$ cat src/px_params.svh
// Build options of the state control unit, where tick counts are got cycles and must stay below 16
`ifndef PX_PARAMS_SVH
`define PX_PARAMS_SVH

// Cycles of zwzg without oken before the bus alarm fires
`define PX_ALARM_DLY_TICKS 6

// Width of the talarm pulse
`define PX_ALARM_TICKS 2

// 1 drops hlt_n on a bus fault
`define PX_STOP_ON_NOMEM 1

// 1 blocks writes to the protected low memory block
`define PX_LOW_MEM_WRITE_DENY 1

`endif

$ cat src/px_pkg.sv
// Shared types of the state control unit and bus words keep bit 0 as the MSB like the system bus
`default_nettype none

package px_pkg;

	// One system bus word, bit 0 is MSB
	typedef logic [0:15] word_t;

	// Interrupt sequencer phases
	typedef enum logic [2:0] {
		IRQ_IDLE = 3'd0, // No interrupt cycle
		IRQ_I1   = 3'd1, // Fetch request
		IRQ_I2   = 3'd2, // Vector read
		IRQ_I3   = 3'd3, // Register store loop
		IRQ_I4   = 3'd4, // Extended store
		IRQ_I5   = 3'd5  // Final write
	} irq_phase_t;

	// Bus controller states
	typedef enum logic [1:0] {
		BUS_IDLE  = 2'd0, // No request
		BUS_WAIT  = 2'd1, // Request out, waiting for oken
		BUS_DONE  = 2'd2, // Acknowledge latched
		BUS_ALARM = 2'd3  // Timeout pulse
	} bus_state_t;

	// Timeout and alarm pulse counter
	typedef logic [3:0] alarm_cnt_t;

endpackage

`default_nettype wire

$ cat src/px_state_reg.sv
// Every flag loads its enter strobe on the got edge and p0 comes up set after clo
`default_nettype none

module px_state_reg (
	input  wire  got,
	input  wire  clo,
	input  wire  ek1,    // Enter K1
	input  wire  ek2,    // Enter K2
	input  wire  ep0,    // Enter P0
	input  wire  sp0,    // Force P0
	input  wire  ep1,    // Enter P1
	input  wire  sp1,    // Force P1
	input  wire  ep2,
	input  wire  ep3,
	input  wire  ep4,
	input  wire  ep5,
	input  wire  ewp,
	input  wire  ewa,
	input  wire  ewe,
	input  wire  ewr,
	input  wire  ew_amp, // Enter W&
	input  wire  ewz,
	input  wire  ewx,
	input  wire  ewm,
	input  wire  eww,
	output logic k1,
	output logic k2,
	output logic p0,
	output logic p1,
	output logic p2,
	output logic p3,
	output logic p4,
	output logic p5,
	output logic wp,
	output logic wa,
	output logic we,
	output logic wr,
	output logic w_amp,  // State W&
	output logic wz,
	output logic wx,
	output logic wm,
	output logic ww
);

	always_ff @(posedge got or posedge clo) begin
		if (clo) begin
			{k1, k2, p1, p2, p3, p4, p5} <= '0;
			{wp, wa, we, wr, w_amp, wz, wx, wm, ww} <= '0;
			p0 <= 1'b1; // Machine starts in P0
		end else begin
			{k1, k2, p2, p3, p4, p5} <= {ek1, ek2, ep2, ep3, ep4, ep5};
			{wp, wa, we, wr, w_amp, wz, wx, wm, ww} <= {ewp, ewa, ewe, ewr, ew_amp, ewz, ewx, ewm, eww};
			p0 <= ep0 | sp0; // Set input wins
			p1 <= ep1 | sp1;
		end
	end

	// Reset must leave the CPU parked in P0 when clo lets go
	a_p0_after_reset: assert property (@(posedge got) $fell(clo) |-> p0)
		else $error("p0 not set after reset");

endmodule

`default_nettype wire

$ cat src/px_irq_phase.sv
// Interrupt phases advance one per got edge and ekc_i is combinational from the current phase
`default_nettype none

module px_irq_phase (
	input  wire                got,
	input  wire                clo,
	input  wire                si1,      // Force I1
	input  wire                lip,      // LIP instruction
	input  wire                sp,       // SP instruction
	input  wire                pp,       // Interrupt accepted
	input  wire                przerw,   // Interrupt in progress
	input  wire                przerw_z, // Interrupt with vector
	input  wire                lg_0,     // Group counter at 0
	input  wire                lg_3,     // Group counter at 3
	input  wire                exr,      // Extended return
	output px_pkg::irq_phase_t phase,
	output logic               i1,
	output logic               i2,
	output logic               i3,
	output logic               i4,
	output logic               i5,
	output logic               ekc_i,    // End of cycle
	output logic               lipsp,
	output logic               zer_sp,
	output logic               arm4,
	output logic               blw_pw
);

	px_pkg::irq_phase_t phase_nx;

	always_comb begin
		phase_nx = px_pkg::IRQ_IDLE; // Drop out unless a rule holds
		case (phase)
			px_pkg::IRQ_IDLE: begin
				if (si1 || ((exr || lip) && pp))
					phase_nx = px_pkg::IRQ_I1;
				else if (sp && pp)
					phase_nx = px_pkg::IRQ_I3; // SP skips the fetch
			end
			px_pkg::IRQ_I1: begin
				if (przerw_z)
					phase_nx = px_pkg::IRQ_I2;
				else if (lip)
					phase_nx = px_pkg::IRQ_I5;
				else if (exr || przerw)
					phase_nx = px_pkg::IRQ_I3;
			end
			px_pkg::IRQ_I2: phase_nx = px_pkg::IRQ_I3;
			px_pkg::IRQ_I3: begin
				if (lg_0)
					phase_nx = px_pkg::IRQ_I4;
				else if (!(lipsp && lg_3))
					phase_nx = px_pkg::IRQ_I3; // Loop over register group
			end
			px_pkg::IRQ_I4: phase_nx = px_pkg::IRQ_I5;
			px_pkg::IRQ_I5: begin
				if (lip)
					phase_nx = px_pkg::IRQ_I3;
			end
			default: phase_nx = px_pkg::IRQ_IDLE;
		endcase
	end

	always_ff @(posedge got or posedge clo) begin
		if (clo)
			phase <= px_pkg::IRQ_IDLE;
		else
			phase <= phase_nx;
	end

	assign i1 = (phase == px_pkg::IRQ_I1); // One-hot view
	assign i2 = (phase == px_pkg::IRQ_I2);
	assign i3 = (phase == px_pkg::IRQ_I3);
	assign i4 = (phase == px_pkg::IRQ_I4);
	assign i5 = (phase == px_pkg::IRQ_I5);

	assign lipsp  = lip | sp;
	assign ekc_i  = (i3 & lipsp & lg_3) | (i5 & ~lip); // Leave via KC
	assign zer_sp = i5 & ~lip;
	assign arm4   = i1 & lip;
	assign blw_pw = i3 & przerw & lg_3 & ~przerw_z;

	// End of cycle only comes out of an active sequence
	a_ekc_not_idle: assert property (@(posedge got) disable iff (clo)
		$rose(ekc_i) |-> (phase != px_pkg::IRQ_IDLE))
		else $error("ekc_i rose in IRQ_IDLE");

endmodule

`default_nettype wire

$ cat src/px_bus_drive.sv
// Pure decode so every enable follows the state flags in the same cycle and is zero without zwzg
`default_nettype none
`include "px_params.svh"

module px_bus_drive (
	input  wire                k1,
	input  wire                p1,
	input  wire                p5,
	input  wire                wr,
	input  wire                ww,
	input  wire                wm,
	input  wire px_pkg::irq_phase_t phase,
	input  wire                lipsp,        // LIP or SP in progress
	input  wire                sp,
	input  wire                przerw,
	input  wire                zwzg,         // Bus granted to this unit
	input  wire                q,            // User mode
	input  wire                sbar,         // System block select
	input  wire                in,
	input  wire                ou,
	input  wire                k2fetch,
	input  wire                read_fp,
	input  wire                mcl,
	input  wire                gi,
	input  wire                ir6,
	input  wire                ir7,
	input  wire                ir8,
	input  wire                ir9,
	input  wire                pufa,         // Wide or float op
	input  wire                arz,
	input  wire                exr,
	input  wire                k2_bin_store,
	output logic               need_bus,
	output logic               r,
	output logic               w,
	output logic               pn_nb,
	output logic               bp_nb,
	output logic               bar_nb,
	output logic               q_nb,
	output logic               df,
	output logic               w_dt,
	output logic               dr,
	output logic               dt_w,
	output logic               ar_ad,
	output logic               ds,
	output logic               ic_ad,
	output logic               dmcl,
	output logic               din,
	output logic               dw,
	output px_pkg::word_t      dad,
	output px_pkg::word_t      ddt
);

	wire i1        = (phase == px_pkg::IRQ_I1);
	wire i2        = (phase == px_pkg::IRQ_I2);
	wire i3        = (phase == px_pkg::IRQ_I3);
	wire i4        = (phase == px_pkg::IRQ_I4);
	wire i5        = (phase == px_pkg::IRQ_I5);
	wire inou      = in | ou;               // I/O instruction
	wire k2fbs     = k2_bin_store | k2fetch;
	wire exrprzerw = exr | przerw;
	wire i3lips    = i3 & lipsp;
	wire wmgi      = wm & gi;               // Software interrupt send
	wire to_w      = i2 | (in & wm) | k1;   // Data bus into W
	wire ad_ad     = zwzg & i4 & exr;       // Extended state word
	// Protection passes outside user block 0 or when disabled
	wire mem_ok    = arz | ~q | exrprzerw | (`PX_LOW_MEM_WRITE_DENY == 0);
	wire barnb     = (i3 & sp) | (sbar & (ww | wr))
		| (q & (wr | p1 | p5 | wm | k2fbs | ww | read_fp));

	assign r = k2fetch | p5 | i4 | i1 | i3lips | wr | p1 | read_fp; // Bus read
	assign w = i5 | (i3 & exrprzerw) | ww | k2_bin_store;           // Bus write
	assign need_bus = wm | i2 | wr | ww | read_fp | i1 | i3 | i4 | i5
		| k2fbs | p1 | p5 | k1;

	assign pn_nb  = zwzg & ~(barnb & ~wm); // Page from PN
	assign bp_nb  = zwzg & barnb & ~wm;    // Page from BP
	assign bar_nb = zwzg & barnb;
	assign q_nb   = zwzg & ~i2;
	assign df     = zwzg & to_w;
	assign w_dt   = zwzg & ((ou & wm) ^ w);
	assign dr     = zwzg & r;
	assign dt_w   = zwzg & (to_w | r);     // Direction DT to W
	assign ar_ad  = zwzg & (i3 | read_fp | wm | p5 | ww | k2fbs | (wr & ~inou));
	assign ds     = zwzg & ou & wm;
	assign ic_ad  = zwzg & (k1 | p1 | (inou & wr));
	assign dmcl   = zwzg & mcl & wm;
	assign din    = zwzg & wmgi;
	assign dw     = zwzg & w & mem_ok;

	always_comb begin
		dad     = '0;
		dad[9]  = zwzg & (i1 | i4 | i5);
		dad[10] = zwzg & (i1 | (i4 & exr) | i5);
		dad[12] = ad_ad & pufa;
		dad[13] = ad_ad & ir7;
		dad[14] = ad_ad & ir8;
		dad[15] = (zwzg & (i1 | i5)) | (ad_ad & ir9);
	end

	always_comb begin
		ddt     = '0;
		ddt[0]  = zwzg & wmgi & ir6; // Broadcast flag
		ddt[15] = zwzg & wmgi;
	end

endmodule

`default_nettype wire

$ cat src/px_bus_ctl.sv
// Bus request and timeout run on got with oken as a plain level and no ok arrives after an alarm
`default_nettype none
`include "px_params.svh"

module px_bus_ctl (
	input  wire  got,
	input  wire  clo,
	input  wire  need_bus, // Some state wants the bus
	input  wire  zw,       // Bus grant
	input  wire  ren,      // Memory reply
	input  wire  rok,      // Reply OK
	input  wire  rpe,      // Parity error reply
	input  wire  r,
	input  wire  w,
	input  wire  stop,
	input  wire  stop_n,
	input  wire  zga,
	output logic zwzg,
	output logic zg,
	output logic ok,
	output logic oken,
	output logic talarm,
	output logic b_p0,     // No memory fault
	output logic b_parz,   // Parity fault
	output logic bod,
	output logic awaria,
	output logic hlt_n
);

	localparam px_pkg::alarm_cnt_t DLY_LAST = px_pkg::alarm_cnt_t'(`PX_ALARM_DLY_TICKS - 1);
	localparam px_pkg::alarm_cnt_t PULSE_LAST = px_pkg::alarm_cnt_t'(`PX_ALARM_TICKS - 1);

	px_pkg::bus_state_t bus_state;
	px_pkg::alarm_cnt_t alarm_cnt;
	logic               zgi;
	logic               fault;

	assign zgi    = (bus_state != px_pkg::BUS_IDLE); // Request held till ack or alarm
	assign zwzg   = zgi & zw;
	assign oken   = ren | rok;
	assign zg     = zgi | (zw & oken);
	assign ok     = (bus_state == px_pkg::BUS_DONE);
	assign talarm = (bus_state == px_pkg::BUS_ALARM);
	assign b_p0   = talarm & (r | w);            // Read or write in progress
	assign b_parz = zwzg & rpe & r;
	assign bod    = rpe | ren;
	assign fault  = b_parz | b_p0;

	always_ff @(posedge got or posedge clo) begin
		if (clo) begin
			bus_state <= px_pkg::BUS_IDLE;
			alarm_cnt <= '0;
		end else begin
			case (bus_state)
				px_pkg::BUS_IDLE: begin
					alarm_cnt <= '0;
					if (need_bus)
						bus_state <= px_pkg::BUS_WAIT;
				end
				px_pkg::BUS_WAIT: begin
					if (zwzg && oken) begin
						bus_state <= px_pkg::BUS_DONE; // Latch ack
					end else if (zwzg && alarm_cnt == DLY_LAST) begin
						bus_state <= px_pkg::BUS_ALARM;
						alarm_cnt <= '0;
					end else if (zwzg) begin
						alarm_cnt <= alarm_cnt + 1'b1; // Only granted cycles count
					end
				end
				px_pkg::BUS_DONE: bus_state <= px_pkg::BUS_IDLE; // Drop zgi after ok
				px_pkg::BUS_ALARM: begin
					if (alarm_cnt == PULSE_LAST) begin
						bus_state <= px_pkg::BUS_IDLE; // Alarm ends the wait
						alarm_cnt <= '0;
					end else begin
						alarm_cnt <= alarm_cnt + 1'b1;
					end
				end
				default: bus_state <= px_pkg::BUS_IDLE;
			endcase
		end
	end

	always_ff @(posedge got or posedge clo) begin
		if (clo) begin
			awaria <= 1'b0;
			hlt_n  <= 1'b1;
		end else begin
			if (stop)
				awaria <= 1'b0; // Operator clears
			else if (fault)
				awaria <= 1'b1;
			if (fault && `PX_STOP_ON_NOMEM != 0)
				hlt_n <= 1'b0;
			else if (stop_n && zga && zwzg)
				hlt_n <= 1'b1;
		end
	end

	// The ack latch only opens on a granted cycle
	a_ok_needs_zwzg: assert property (@(posedge got) disable iff (clo)
		$rose(ok) |-> $past(zwzg))
		else $error("ok rose without zwzg");

	a_talarm_len: assert property (@(posedge got) disable iff (clo)
		$rose(talarm) |-> talarm [*`PX_ALARM_TICKS] ##1 !talarm)
		else $error("talarm width wrong");

endmodule

`default_nettype wire

$ cat src/px.sv
// Top of the state control unit with got as the only clock and no logic outside the four blocks
`default_nettype none

module px (
	input  wire           got,
	input  wire           clo,
	input  wire           ek1,
	input  wire           ek2,
	input  wire           ep0,
	input  wire           sp0,
	input  wire           ep1,
	input  wire           sp1,
	input  wire           ep2,
	input  wire           ep3,
	input  wire           ep4,
	input  wire           ep5,
	input  wire           ewp,
	input  wire           ewa,
	input  wire           ewe,
	input  wire           ewr,
	input  wire           ew_amp,
	input  wire           ewz,
	input  wire           ewx,
	input  wire           ewm,
	input  wire           eww,
	input  wire           si1,
	input  wire           lip,
	input  wire           sp,
	input  wire           pp,
	input  wire           przerw,
	input  wire           przerw_z,
	input  wire           lg_0,
	input  wire           lg_3,
	input  wire           exr,
	input  wire           q,
	input  wire           sbar,
	input  wire           in,
	input  wire           ou,
	input  wire           k2fetch,
	input  wire           read_fp,
	input  wire           mcl,
	input  wire           gi,
	input  wire           ir6,
	input  wire           ir7,
	input  wire           ir8,
	input  wire           ir9,
	input  wire           pufa,
	input  wire           arz,
	input  wire           k2_bin_store,
	input  wire           zw,
	input  wire           ren,
	input  wire           rok,
	input  wire           rpe,
	input  wire           stop,
	input  wire           stop_n,
	input  wire           zga,
	output wire           k1,
	output wire           k2,
	output wire           p0,
	output wire           p1,
	output wire           p2,
	output wire           p3,
	output wire           p4,
	output wire           p5,
	output wire           wp,
	output wire           wa,
	output wire           we,
	output wire           wr,
	output wire           w_amp,
	output wire           wz,
	output wire           wx,
	output wire           wm,
	output wire           ww,
	output wire           i1,
	output wire           i2,
	output wire           i3,
	output wire           i4,
	output wire           i5,
	output wire           ekc_i,
	output wire           lipsp,
	output wire           zer_sp,
	output wire           arm4,
	output wire           blw_pw,
	output wire           pn_nb,
	output wire           bp_nb,
	output wire           bar_nb,
	output wire           q_nb,
	output wire           df,
	output wire           w_dt,
	output wire           dr,
	output wire           dt_w,
	output wire           ar_ad,
	output wire           ds,
	output wire           ic_ad,
	output wire           dmcl,
	output wire           din,
	output wire           dw,
	output px_pkg::word_t dad,
	output px_pkg::word_t ddt,
	output wire           zg,
	output wire           ok,
	output wire           oken,
	output wire           talarm,
	output wire           b_p0,
	output wire           b_parz,
	output wire           bod,
	output wire           awaria,
	output wire           hlt_n
);

	px_pkg::irq_phase_t phase; // Sequencer to bus decode
	wire                zwzg;     // Grant seen by drivers
	wire                need_bus;
	wire                r;
	wire                w;

	px_state_reg u_state (
		.got(got), .clo(clo),
		.ek1(ek1), .ek2(ek2), .ep0(ep0), .sp0(sp0), .ep1(ep1), .sp1(sp1),
		.ep2(ep2), .ep3(ep3), .ep4(ep4), .ep5(ep5),
		.ewp(ewp), .ewa(ewa), .ewe(ewe), .ewr(ewr), .ew_amp(ew_amp),
		.ewz(ewz), .ewx(ewx), .ewm(ewm), .eww(eww),
		.k1(k1), .k2(k2), .p0(p0), .p1(p1), .p2(p2), .p3(p3), .p4(p4), .p5(p5),
		.wp(wp), .wa(wa), .we(we), .wr(wr), .w_amp(w_amp),
		.wz(wz), .wx(wx), .wm(wm), .ww(ww)
	);

	px_irq_phase u_irq (
		.got(got), .clo(clo),
		.si1(si1), .lip(lip), .sp(sp), .pp(pp), .przerw(przerw), .przerw_z(przerw_z),
		.lg_0(lg_0), .lg_3(lg_3), .exr(exr),
		.phase(phase),
		.i1(i1), .i2(i2), .i3(i3), .i4(i4), .i5(i5),
		.ekc_i(ekc_i), .lipsp(lipsp), .zer_sp(zer_sp), .arm4(arm4), .blw_pw(blw_pw)
	);

	px_bus_drive u_drive (
		.k1(k1), .p1(p1), .p5(p5), .wr(wr), .ww(ww), .wm(wm),
		.phase(phase), .lipsp(lipsp), .sp(sp), .przerw(przerw), .zwzg(zwzg),
		.q(q), .sbar(sbar), .in(in), .ou(ou), .k2fetch(k2fetch), .read_fp(read_fp),
		.mcl(mcl), .gi(gi), .ir6(ir6), .ir7(ir7), .ir8(ir8), .ir9(ir9),
		.pufa(pufa), .arz(arz), .exr(exr), .k2_bin_store(k2_bin_store),
		.need_bus(need_bus), .r(r), .w(w),
		.pn_nb(pn_nb), .bp_nb(bp_nb), .bar_nb(bar_nb), .q_nb(q_nb), .df(df),
		.w_dt(w_dt), .dr(dr), .dt_w(dt_w), .ar_ad(ar_ad), .ds(ds), .ic_ad(ic_ad),
		.dmcl(dmcl), .din(din), .dw(dw), .dad(dad), .ddt(ddt)
	);

	px_bus_ctl u_ctl (
		.got(got), .clo(clo),
		.need_bus(need_bus), .zw(zw), .ren(ren), .rok(rok), .rpe(rpe),
		.r(r), .w(w), .stop(stop), .stop_n(stop_n), .zga(zga),
		.zwzg(zwzg), .zg(zg), .ok(ok), .oken(oken), .talarm(talarm),
		.b_p0(b_p0), .b_parz(b_parz), .bod(bod), .awaria(awaria), .hlt_n(hlt_n)
	);

endmodule

`default_nettype wire

$ cat config.mk
export PLATFORM = sky130hd
export DESIGN_NAME = px
export DESIGN_NICKNAME = d
export VERILOG_FILES = /design/src/px_pkg.sv /design/src/px_state_reg.sv /design/src/px_irq_phase.sv /design/src/px_bus_drive.sv /design/src/px_bus_ctl.sv /design/src/px.sv
export VERILOG_INCLUDE_DIRS = /design/src
export SDC_FILE = /design/constraint.sdc
export NUM_CORES = 1
export LEC_CHECK = 0
export ABC_AREA = 1
export ABC_CLOCK_PERIOD_IN_PS = 2400
export BUFFER_PORTS_ARGS = -buffer_cell sky130_fd_sc_hd__buf_2
export CAP_MARGIN = 5
export CORE_UTILIZATION = 45
export DETAILED_ROUTE_END_ITERATION = 10
export GPL_ROUTABILITY_DRIVEN = 1
export PLACE_DENSITY = 0.87
export SYNTH_ARGS = -nofsm -noshare
export SYNTH_HDL_FRONTEND = slang
export SYNTH_HIERARCHICAL = 1
export SYNTH_SLANG_ARGS = --single-unit
$ cat constraint.sdc
create_clock -name got -period 2.4 [get_ports got]
set_clock_uncertainty 0.15 [all_clocks]
set_input_delay 0.24 -clock got [delete_from_list [all_inputs] [get_ports got]]
set_output_delay 0.24 -clock got [all_outputs]
set_load 0.02 [all_outputs]
==> qor.csv, run 1 <==
metric,value,unit
status,completed,
crit_path_max_incr_delay,0.61,ns
hold_buffers,19,
clk_latency,0.27,ns
ant_nets,0,
grt_pass1_wl,7.76,mm
reg2reg_slack,0.69,ns
rsz0062_at_grt,no,
final-hold-violation-count,0,
die_w,67.2,µm
crit_family,flip-flops,
slew_violations,0,
fin_crit,2.17,ns
ir_worst_vdd,0.508,mV
fin_area,2680,µm²
io-pin-count,134,
rows,23,
synthArstFlopShare,100,%
crit_path_end_kind,primary output,
grt.total_usage,23.1,%
area_growth,40.2,%
synth_area,1910,µm²
drv_cap,0,
clock_sinks,28,
r2r-end,u_ctl/awaria,
grt_max_degree,18,
grt_overflow_total,0,
largest_register_ffs,4,
setup_violations,0,
cp_max_fo,9,
holdPathStages,3,
cts_resized,0,
crit_required,2.01,ns
critPathKind,flop to primary output,
cp.depth,7,
core_area,4030,µm²
fp.dieH,67.2,µm
portBuffers,109,
worst-path-buf-inv,3,
synth_seq_area_share,36.8,%
cp-startpoint,u_irq/phase[2],
wl_per_cell,11.5,µm
place_congestion,0.884,
synthFlopType,dfrtp_1,
max_freq,460,MHz
vias,2140,
cts_setup_buffers,0,
synth_edf_count,0,
powerDensity,859,nW/µm²
crit_chain,"inv_2, nor3_2, nor2_1, nand3b_1, nand4_1, inv_1, buf_2",
htreeDepth,1,
netlist.area_leader.share,34.0,%
cts_made_buffers,3,
initial_utilization,47.5,%
worst_pin_slew,0.609,ns
leakagePower,1.67,nW
num_antenna_cells,0,
post-place-ws,0.536,ns
setup_slack,0.227,ns
period_share,90.6,%
clkTransAtPathRegs,0.09,ns
synth_largest_area_cell,dfrtp_1,
r2r_cells,10,
drt_pre_antenna_iters,4,
finalSetupTns,0,ns
worstSetupStartpointType,flop,
yosysMostFrequentCell,nand2_1,
cts_buffer_depth,2,
whs,0.00366,ns
drive_gt1_share,33.3,%
worstPathArrival,1.78,ns
max_flop_register,u_ctl/alarm_cnt,
syn_area_per_cell,6.93,µm²
clockRootBuffer,clkbuf_8,
viasPerCell,4.69,
relSlewSlack,59.3,%
wl,5.26,mm
cp-endpoint,b_parz,
yosys_warnings,6,
remaining_drc_errors,0,
antenna_found_initial,0,
dp_hpwl,3.96,mm
top_regs,"u_ctl/alarm_cnt: 4 flops, u_irq/phase: 3 flops, u_ctl/bus_state: 2 flops",
fillers,373,
synth_common_cells,"60 x nand2_1, 56 x inv_1, 34 x nor2_1",
grt_pass1_vias,1820,
synth.area.top_cells,"dfrtp_1 34%, nand2_1 12%, inv_1 11%, buf_4 10%, nor2_1 6.7%",
worstHoldPathType,input pin to flop,
drtIter0Drc,132,
dpl-instance-area,2420,µm²
slowest_stage,dfrtp_1,
synth_cells,276,
die-area,4510,µm²
cts_tree,yes,
num-nets-final,461,
reg2reg_from,u_irq/phase[0],
synth_cell_types,27,
synth-seq-cells,28,
==> layout by cell type (no fill, tap or decap), types with 2 or more instances in the layout <==
| cell type | count |
|---|---|
| nor2_1 | 34 |
| or2_2 | 2 |
| conb_1 | 24 |
| nor2_4 | 4 |
| dfstp_2 | 2 |
| dlygate4sd3_1 | 19 |
| dfrtp_1 | 26 |
| o21ai_0 | 6 |
| nor3_1 | 4 |
| o21ai_1 | 3 |
| nand2_1 | 60 |
| inv_1 | 56 |
| clkbuf_8 | 3 |
| nand3_2 | 2 |
| nand3_1 | 19 |
| nand3b_1 | 2 |
| inv_2 | 2 |
| nand4_1 | 3 |
| nand2_2 | 6 |
| o21ai_2 | 2 |
| buf_2 | 109 |
| nor4_1 | 2 |
| a21oi_1 | 7 |
| ha_1 | 2 |
==> worst min path at each step <==
stage                     from             end  slack [ns]
after floorplan            clo  u_irq/phase[0]       -0.16
after global placement     clo  u_irq/phase[1]      -0.008
after detailed placement   clo  u_irq/phase[1]      -0.007
after CTS                  ep1      u_state/p1      0.0002
after global routing       ep1      u_state/p1        0.02
final                      ep1      u_state/p1       0.004
==> metal layers <==
metal | part of all wire, % | track usage, %
met5 | 0 | 0
met4 | 1.2 | 5.85
met1 | 39 | 28.6
met3 | 9.9 | 3.38
met2 | 50 | 41.8
==> cell type report <==
type | count | area (µm²) | share of cell area, %
sequential | 28 | 703 | 26.2
multi-input combinational | 187 | 882 | 32.9
tap | 50 | 62.6 | 2.33
timing repair buffer | 129 | 743 | 27.7
inverter | 58 | 218 | 8.12
clock buffer | 3 | 41.3 | 1.54
clock inverter | 1 | 30.0 | 1.12
==> power breakdown <==
| part | leakage, nW | internal (mW) | switching, mW |
|---|---|---|---|
| sequential | 0.332 | 0.564 | 0.139 |
| combinational | 1.31 | 0.415 | 0.820 |
| clock | 0.0357 | 0.223 | 0.142 |
| total | 1.67 | 1.20 | 1.10 |
==> tightest hold or removal path, cell delays in order <==
cell     delay (ns)
buf_2          0.08
inv_1          0.03
nand2_1        0.05
==> per-stage QoR <==
stage,power [mW],util (%),cells
global placement,1.88,60.0,433
floorplan,1.58,-,299
detailed placement,1.91,60.0,433
global route,2.48,66.5,456
finish,2.30,66.5,456
CTS,2.30,66.5,456
==> cell families after synthesis <==
group | synth area share (%)
buffers and inverters | 21.6
other | 0.196
flip-flops | 36.8
AO/OA/AOI/OAI | 5.82
adder cells (fa/ha/maj) | 1.31
AND/OR/NAND/NOR | 33.8
XOR/XNOR | 0.458
(Power assumes the default switching activity.)
==> run 2: changes to the inputs <==
CORE_UTILIZATION = 30   (was 45)
GPL_ROUTABILITY_DRIVEN = 0   (was 1)
PLACE_DENSITY = default   (was 0.87)
==> qor.csv, run 2 (same netlist as run 1, synthesis figures left out) <==
metric,value,unit
status,completed,
clock_sinks,28,
final_cell_mix,"109 x buf_2, 60 x nand2_1, 56 x inv_1",
area_growth,40.4,%
crit_path_max_incr_delay,0.59,ns
slew_violations,0,
clk_latency,0.26,ns
slowest_stage,dfrtp_1,
initial_utilization,31.7,%
post-place-ws,0.517,ns
finalSetupTns,0,ns
remaining_drc_errors,0,
use_met1,18.8,%
cts_buffer_depth,2,
num_antenna_cells,0,
clkTransAtPathRegs,0.09,ns
drt_pre_antenna_iters,6,
reg2reg_from,u_irq/phase[0],
setup_slack,0.234,ns
cts_tree,yes,
htreeDepth,1,
p_sw_share,49.7,%
die-area,6700,µm²
worstHoldPathType,input pin to flop,
ir_worst_vdd,0.396,mV
io-pin-count,134,
fillers,640,
r2r-end,u_ctl/awaria,
fp.dieH,81.8,µm
rows,28,
fin_crit,2.17,ns
wl_per_cell,10.9,µm
vias,2108,
grt_max_degree,18,
dpl-instance-area,2450,µm²
powerDensity,813,nW/µm²
min-delay-start,ep1,
pwr-share-seq,32.0,%
met3_usage,3.78,%
worstSetupStartpointType,flop,
comb_power_share,56.5,%
fin_area,2690,µm²
reg2reg_slack,0.68,ns
worst_pin_slew,0.597,ns
grt_pass1_vias,1869,
antenna_found_initial,0,
cp_max_fo,9,
crit_required,2.01,ns
num-nets-final,461,
min_to,u_state/p1,
max_flop_register,u_ctl/alarm_cnt,
portBuffers,109,
drive_gt1_share,33.0,%
worstPathArrival,1.78,ns
leakagePower,1.66,nW
setup_violations,0,
grt.busiest_layer,met2,
final-hold-violation-count,0,
max_freq,462,MHz
top_regs,"u_ctl/alarm_cnt: 4 flops, u_irq/phase: 3 flops, u_ctl/bus_state: 2 flops",
r2r_cells,10,
grt_pass1_wl,8.18,mm
cts_made_buffers,3,
viasPerCell,4.38,
ant_nets,0,
die_w,81.8,µm
worst-path-buf-inv,3,
layout_commonest_cell,buf_2,
grt.total_usage,16.2,%
grt_overflow_total,0,
crit_family,simple AND/OR/NAND/NOR gates,
met2_usage,29.7,%
power_frac_clock,11.5,%
dp_hpwl,4.24,mm
rsz0062_at_grt,no,
holdPathStages,3,
crit_chain,"inv_2, nor3_2, nor2_1, nand3b_1, nand4_1, inv_1, buf_2",
internal_power,1.10,mW
period_share,90.2,%
critPathKind,flop to primary output,
crit_path_end_kind,primary output,
power_switching,1.08,mW
drv_cap,0,
clockRootBuffer,clkbuf_8,
wl,5.26,mm
drtIter0Drc,53,
core_area,6030,µm²
relSlewSlack,60.2,%
largest_register_ffs,4,
## run 2: what timing repair did
action / in CTS / in global routing
endpoints found under the hold margin: 43 / 0
buffers inserted: 0 / 0
hold buffers: 19 / 0
setup endpoints to repair: 0 / 0
gates resized for setup: 0 / 0
## run 2: worst max path at each step
stage	cells after the start	end	slack, ns	from
floorplan	7	w_dt	0.61	u_ctl/bus_state[1]
global placement	8	w_dt	0.58	u_ctl/bus_state[1]
detailed placement	7	b_parz	0.52	u_irq/phase[2]
CTS	7	b_parz	0.22	u_irq/phase[2]
global route	7	b_parz	0.08	u_irq/phase[2]
finish	7	b_parz	0.23	u_irq/phase[2]
## run 2: final cells by class
| type | instances | area [µm²] | area share (%) |
|---|---|---|---|
| Clock buffer | 4 | 45.0 | 1.68 |
| Sequential cell | 28 | 703 | 26.2 |
| Multi-Input combinational cell | 187 | 882 | 32.9 |
| Tap cell | 75 | 93.8 | 3.49 |
| Inverter | 58 | 218 | 8.11 |
| Timing Repair Buffer | 129 | 743 | 27.7 |
## run 2: power groups by stage
stage / logic, mW / registers [mW] / clock network, mW
after detailed placement: 1.21 / 0.709 / 0
after global routing: 1.39 / 0.717 / 0.286
final: 1.23 / 0.699 / 0.252
after CTS: 1.24 / 0.698 / 0.262
after global placement: 1.21 / 0.700 / 0
after floorplan: 0.862 / 0.717 / 0
## run 2: through the flow
stage | utilization, % | instances | hold WS (ns) | power, mW
floorplan | - | 299 | -0.156 | 1.58
global placement | 40.7 | 458 | -0.00498 | 1.91
detailed placement | 40.7 | 458 | -0.00391 | 1.92
CTS | 44.6 | 481 | 0.00781 | 2.20
global route | 44.6 | 481 | 0.0458 | 2.39
finish | 44.6 | 481 | 0.0368 | 2.18
## run 2: routing by layer
layer / vias up / routed length, µm
li1: 1049 / -
met1: 946 / 2140
met2: 109 / 2620
met3: 4 / 454
met4: 0 / 46
met5: - / 0
## run 2: tightest hold or removal path, delay by kind of cell
| family | cells | cell delay (ns) |
|---|---|---|
| buffers and inverters | 2 | 0.12 |
| and+or+nand+nor | 1 | 0.06 |
==> run 3: changes to the inputs <==
PLACE_DENSITY = 0.65   (was default)
==> qor.csv, run 3 (same netlist as run 1, synthesis figures left out) <==
metric,value,unit
grt_pass1_vias,1907,
vias,2086,
critPathKind,flop to primary output,
p_sw_share,47.7,%
viasPerCell,4.33,
relSlewSlack,60.6,%
worst_pin_slew,0.590,ns
drive_gt1_share,33.2,%
cts_setup_buffers,0,
drt_pre_antenna_iters,4,
initial_utilization,31.7,%
clkTransAtPathRegs,0.10,ns
cts_resized,0,
cp_max_fo,9,
num-nets-final,462,
remaining_drc_errors,0,
power_frac_clock,16.1,%
drtIter0Drc,120,
pwr-share-seq,30.2,%
drv_cap,0,
cts_tree,yes,
final-hold-violation-count,0,
comb_power_share,53.7,%
worstHoldPathType,input pin to flop,
ant_nets,0,
rsz0062_at_grt,no,
period_share,90.0,%
antenna_found_initial,0,
area_growth,42.3,%
largest_register_ffs,4,
status,completed,
rows,28,
htreeDepth,1,
crit_path_end_kind,primary output,
grt_pass1_wl,8.49,mm
io-pin-count,134,
max_freq,463,MHz
finalPower,2.30,mW
die-area,6700,µm²
fin_crit,2.16,ns
clk_latency,0.27,ns
wl,5.36,mm
top_regs,"u_ctl/alarm_cnt: 4 flops, u_irq/phase: 3 flops, u_ctl/bus_state: 2 flops",
fin_util,45.2,%
cts_buffer_depth,2,
slew_violations,0,
finalSetupTns,0,ns
die_w,81.8,µm
cts_made_buffers,3,
leakagePower,1.68,nW
layout_commonest_cell,buf_2,
power_switching,1.10,mW
worstPathArrival,1.77,ns
max_flop_register,u_ctl/alarm_cnt,
dp_hpwl,4.19,mm
crit_required,2.01,ns
portBuffers,109,
clockRootBuffer,clkbuf_8,
core_area,6030,µm²
internal_power,1.20,mW
wl_per_cell,11.1,µm
grt_max_degree,18,
grt_overflow_total,0,
grt.total_usage,16.7,%
clock_sinks,28,
ir_worst_vdd,0.469,mV
powerDensity,846,nW/µm²
fp.dieH,81.8,µm
setup_violations,0,
final_cell_mix,"109 x buf_2, 60 x nand2_1, 56 x inv_1",
worstSetupStartpointType,flop,
num_antenna_cells,0,
-- run 3: stage by stage --
step                area [µm²]  instances  hold slack, ns  setup slack (ns)
floorplan                 2000        299          -0.156             0.610
global placement          2450        458        -0.00532             0.581
detailed placement        2450        458       -0.000422             0.535
CTS                       2720        482          0.0255             0.216
global route              2720        482          0.0454            0.0569
finish                    2720        482          0.0295             0.241
-- run 3: final timing paths --
path / start / to / slack [ns] / cells after the start
worst max-delay path: u_irq/phase[2] / b_parz / 0.24 / 7
worst min-delay path: stop / u_ctl/awaria / 0.03 / 4
worst max register to register: u_irq/phase[0] / u_ctl/awaria / 0.69 / 10
worst min register to register: u_ctl/hlt_n / u_ctl/hlt_n / 0.32 / 2
max in group asynchronous: clo / u_state/wm / 1.27 / 3
min in group asynchronous: clo / u_irq/phase[0] / 0.25 / 3
-- run 3: what timing repair did --
item,in CTS,in global routing
hold buffers,20,0
setup endpoints to repair,0,0
hold endpoints to repair,43,0
-- run 3: final cells by class --
cell class / count / area (µm²)
sequential: 28 / 703
fill: 647 / 3300
inverter: 58 / 218
tap: 75 / 93.8
clock buffer: 3 / 41.3
timing repair buffer: 130 / 753
clock inverter: 1 / 30.0
multi-input combinational: 187 / 882
-- run 3: layer usage --
metal | wire length, µm | part of all wire (%) | track usage (%)
met1 | 2140 | 40 | 19.7
met2 | 2690 | 50 | 29.9
met3 | 483 | 9.0 | 3.67
met4 | 48 | 0.90 | 4.91
met5 | 0 | 0 | 0
-- run 3: power groups by stage --
stage / clock network (mW) / registers (mW) / logic [mW]
after CTS: 0.383 / 0.694 / 1.24
after global routing: 0.409 / 0.714 / 1.38
after floorplan: 0 / 0.717 / 0.862
after detailed placement: 0 / 0.704 / 1.21
final: 0.372 / 0.695 / 1.23
after global placement: 0 / 0.699 / 1.21
-- run 3: critical path: stages (launching register included) --
cell	delay, ns
dfrtp_1	0.58
inv_2	0.08
nor3_2	0.19
nor2_1	0.08
nand3b_1	0.15
nand4_1	0.18
inv_1	0.08
buf_2	0.15
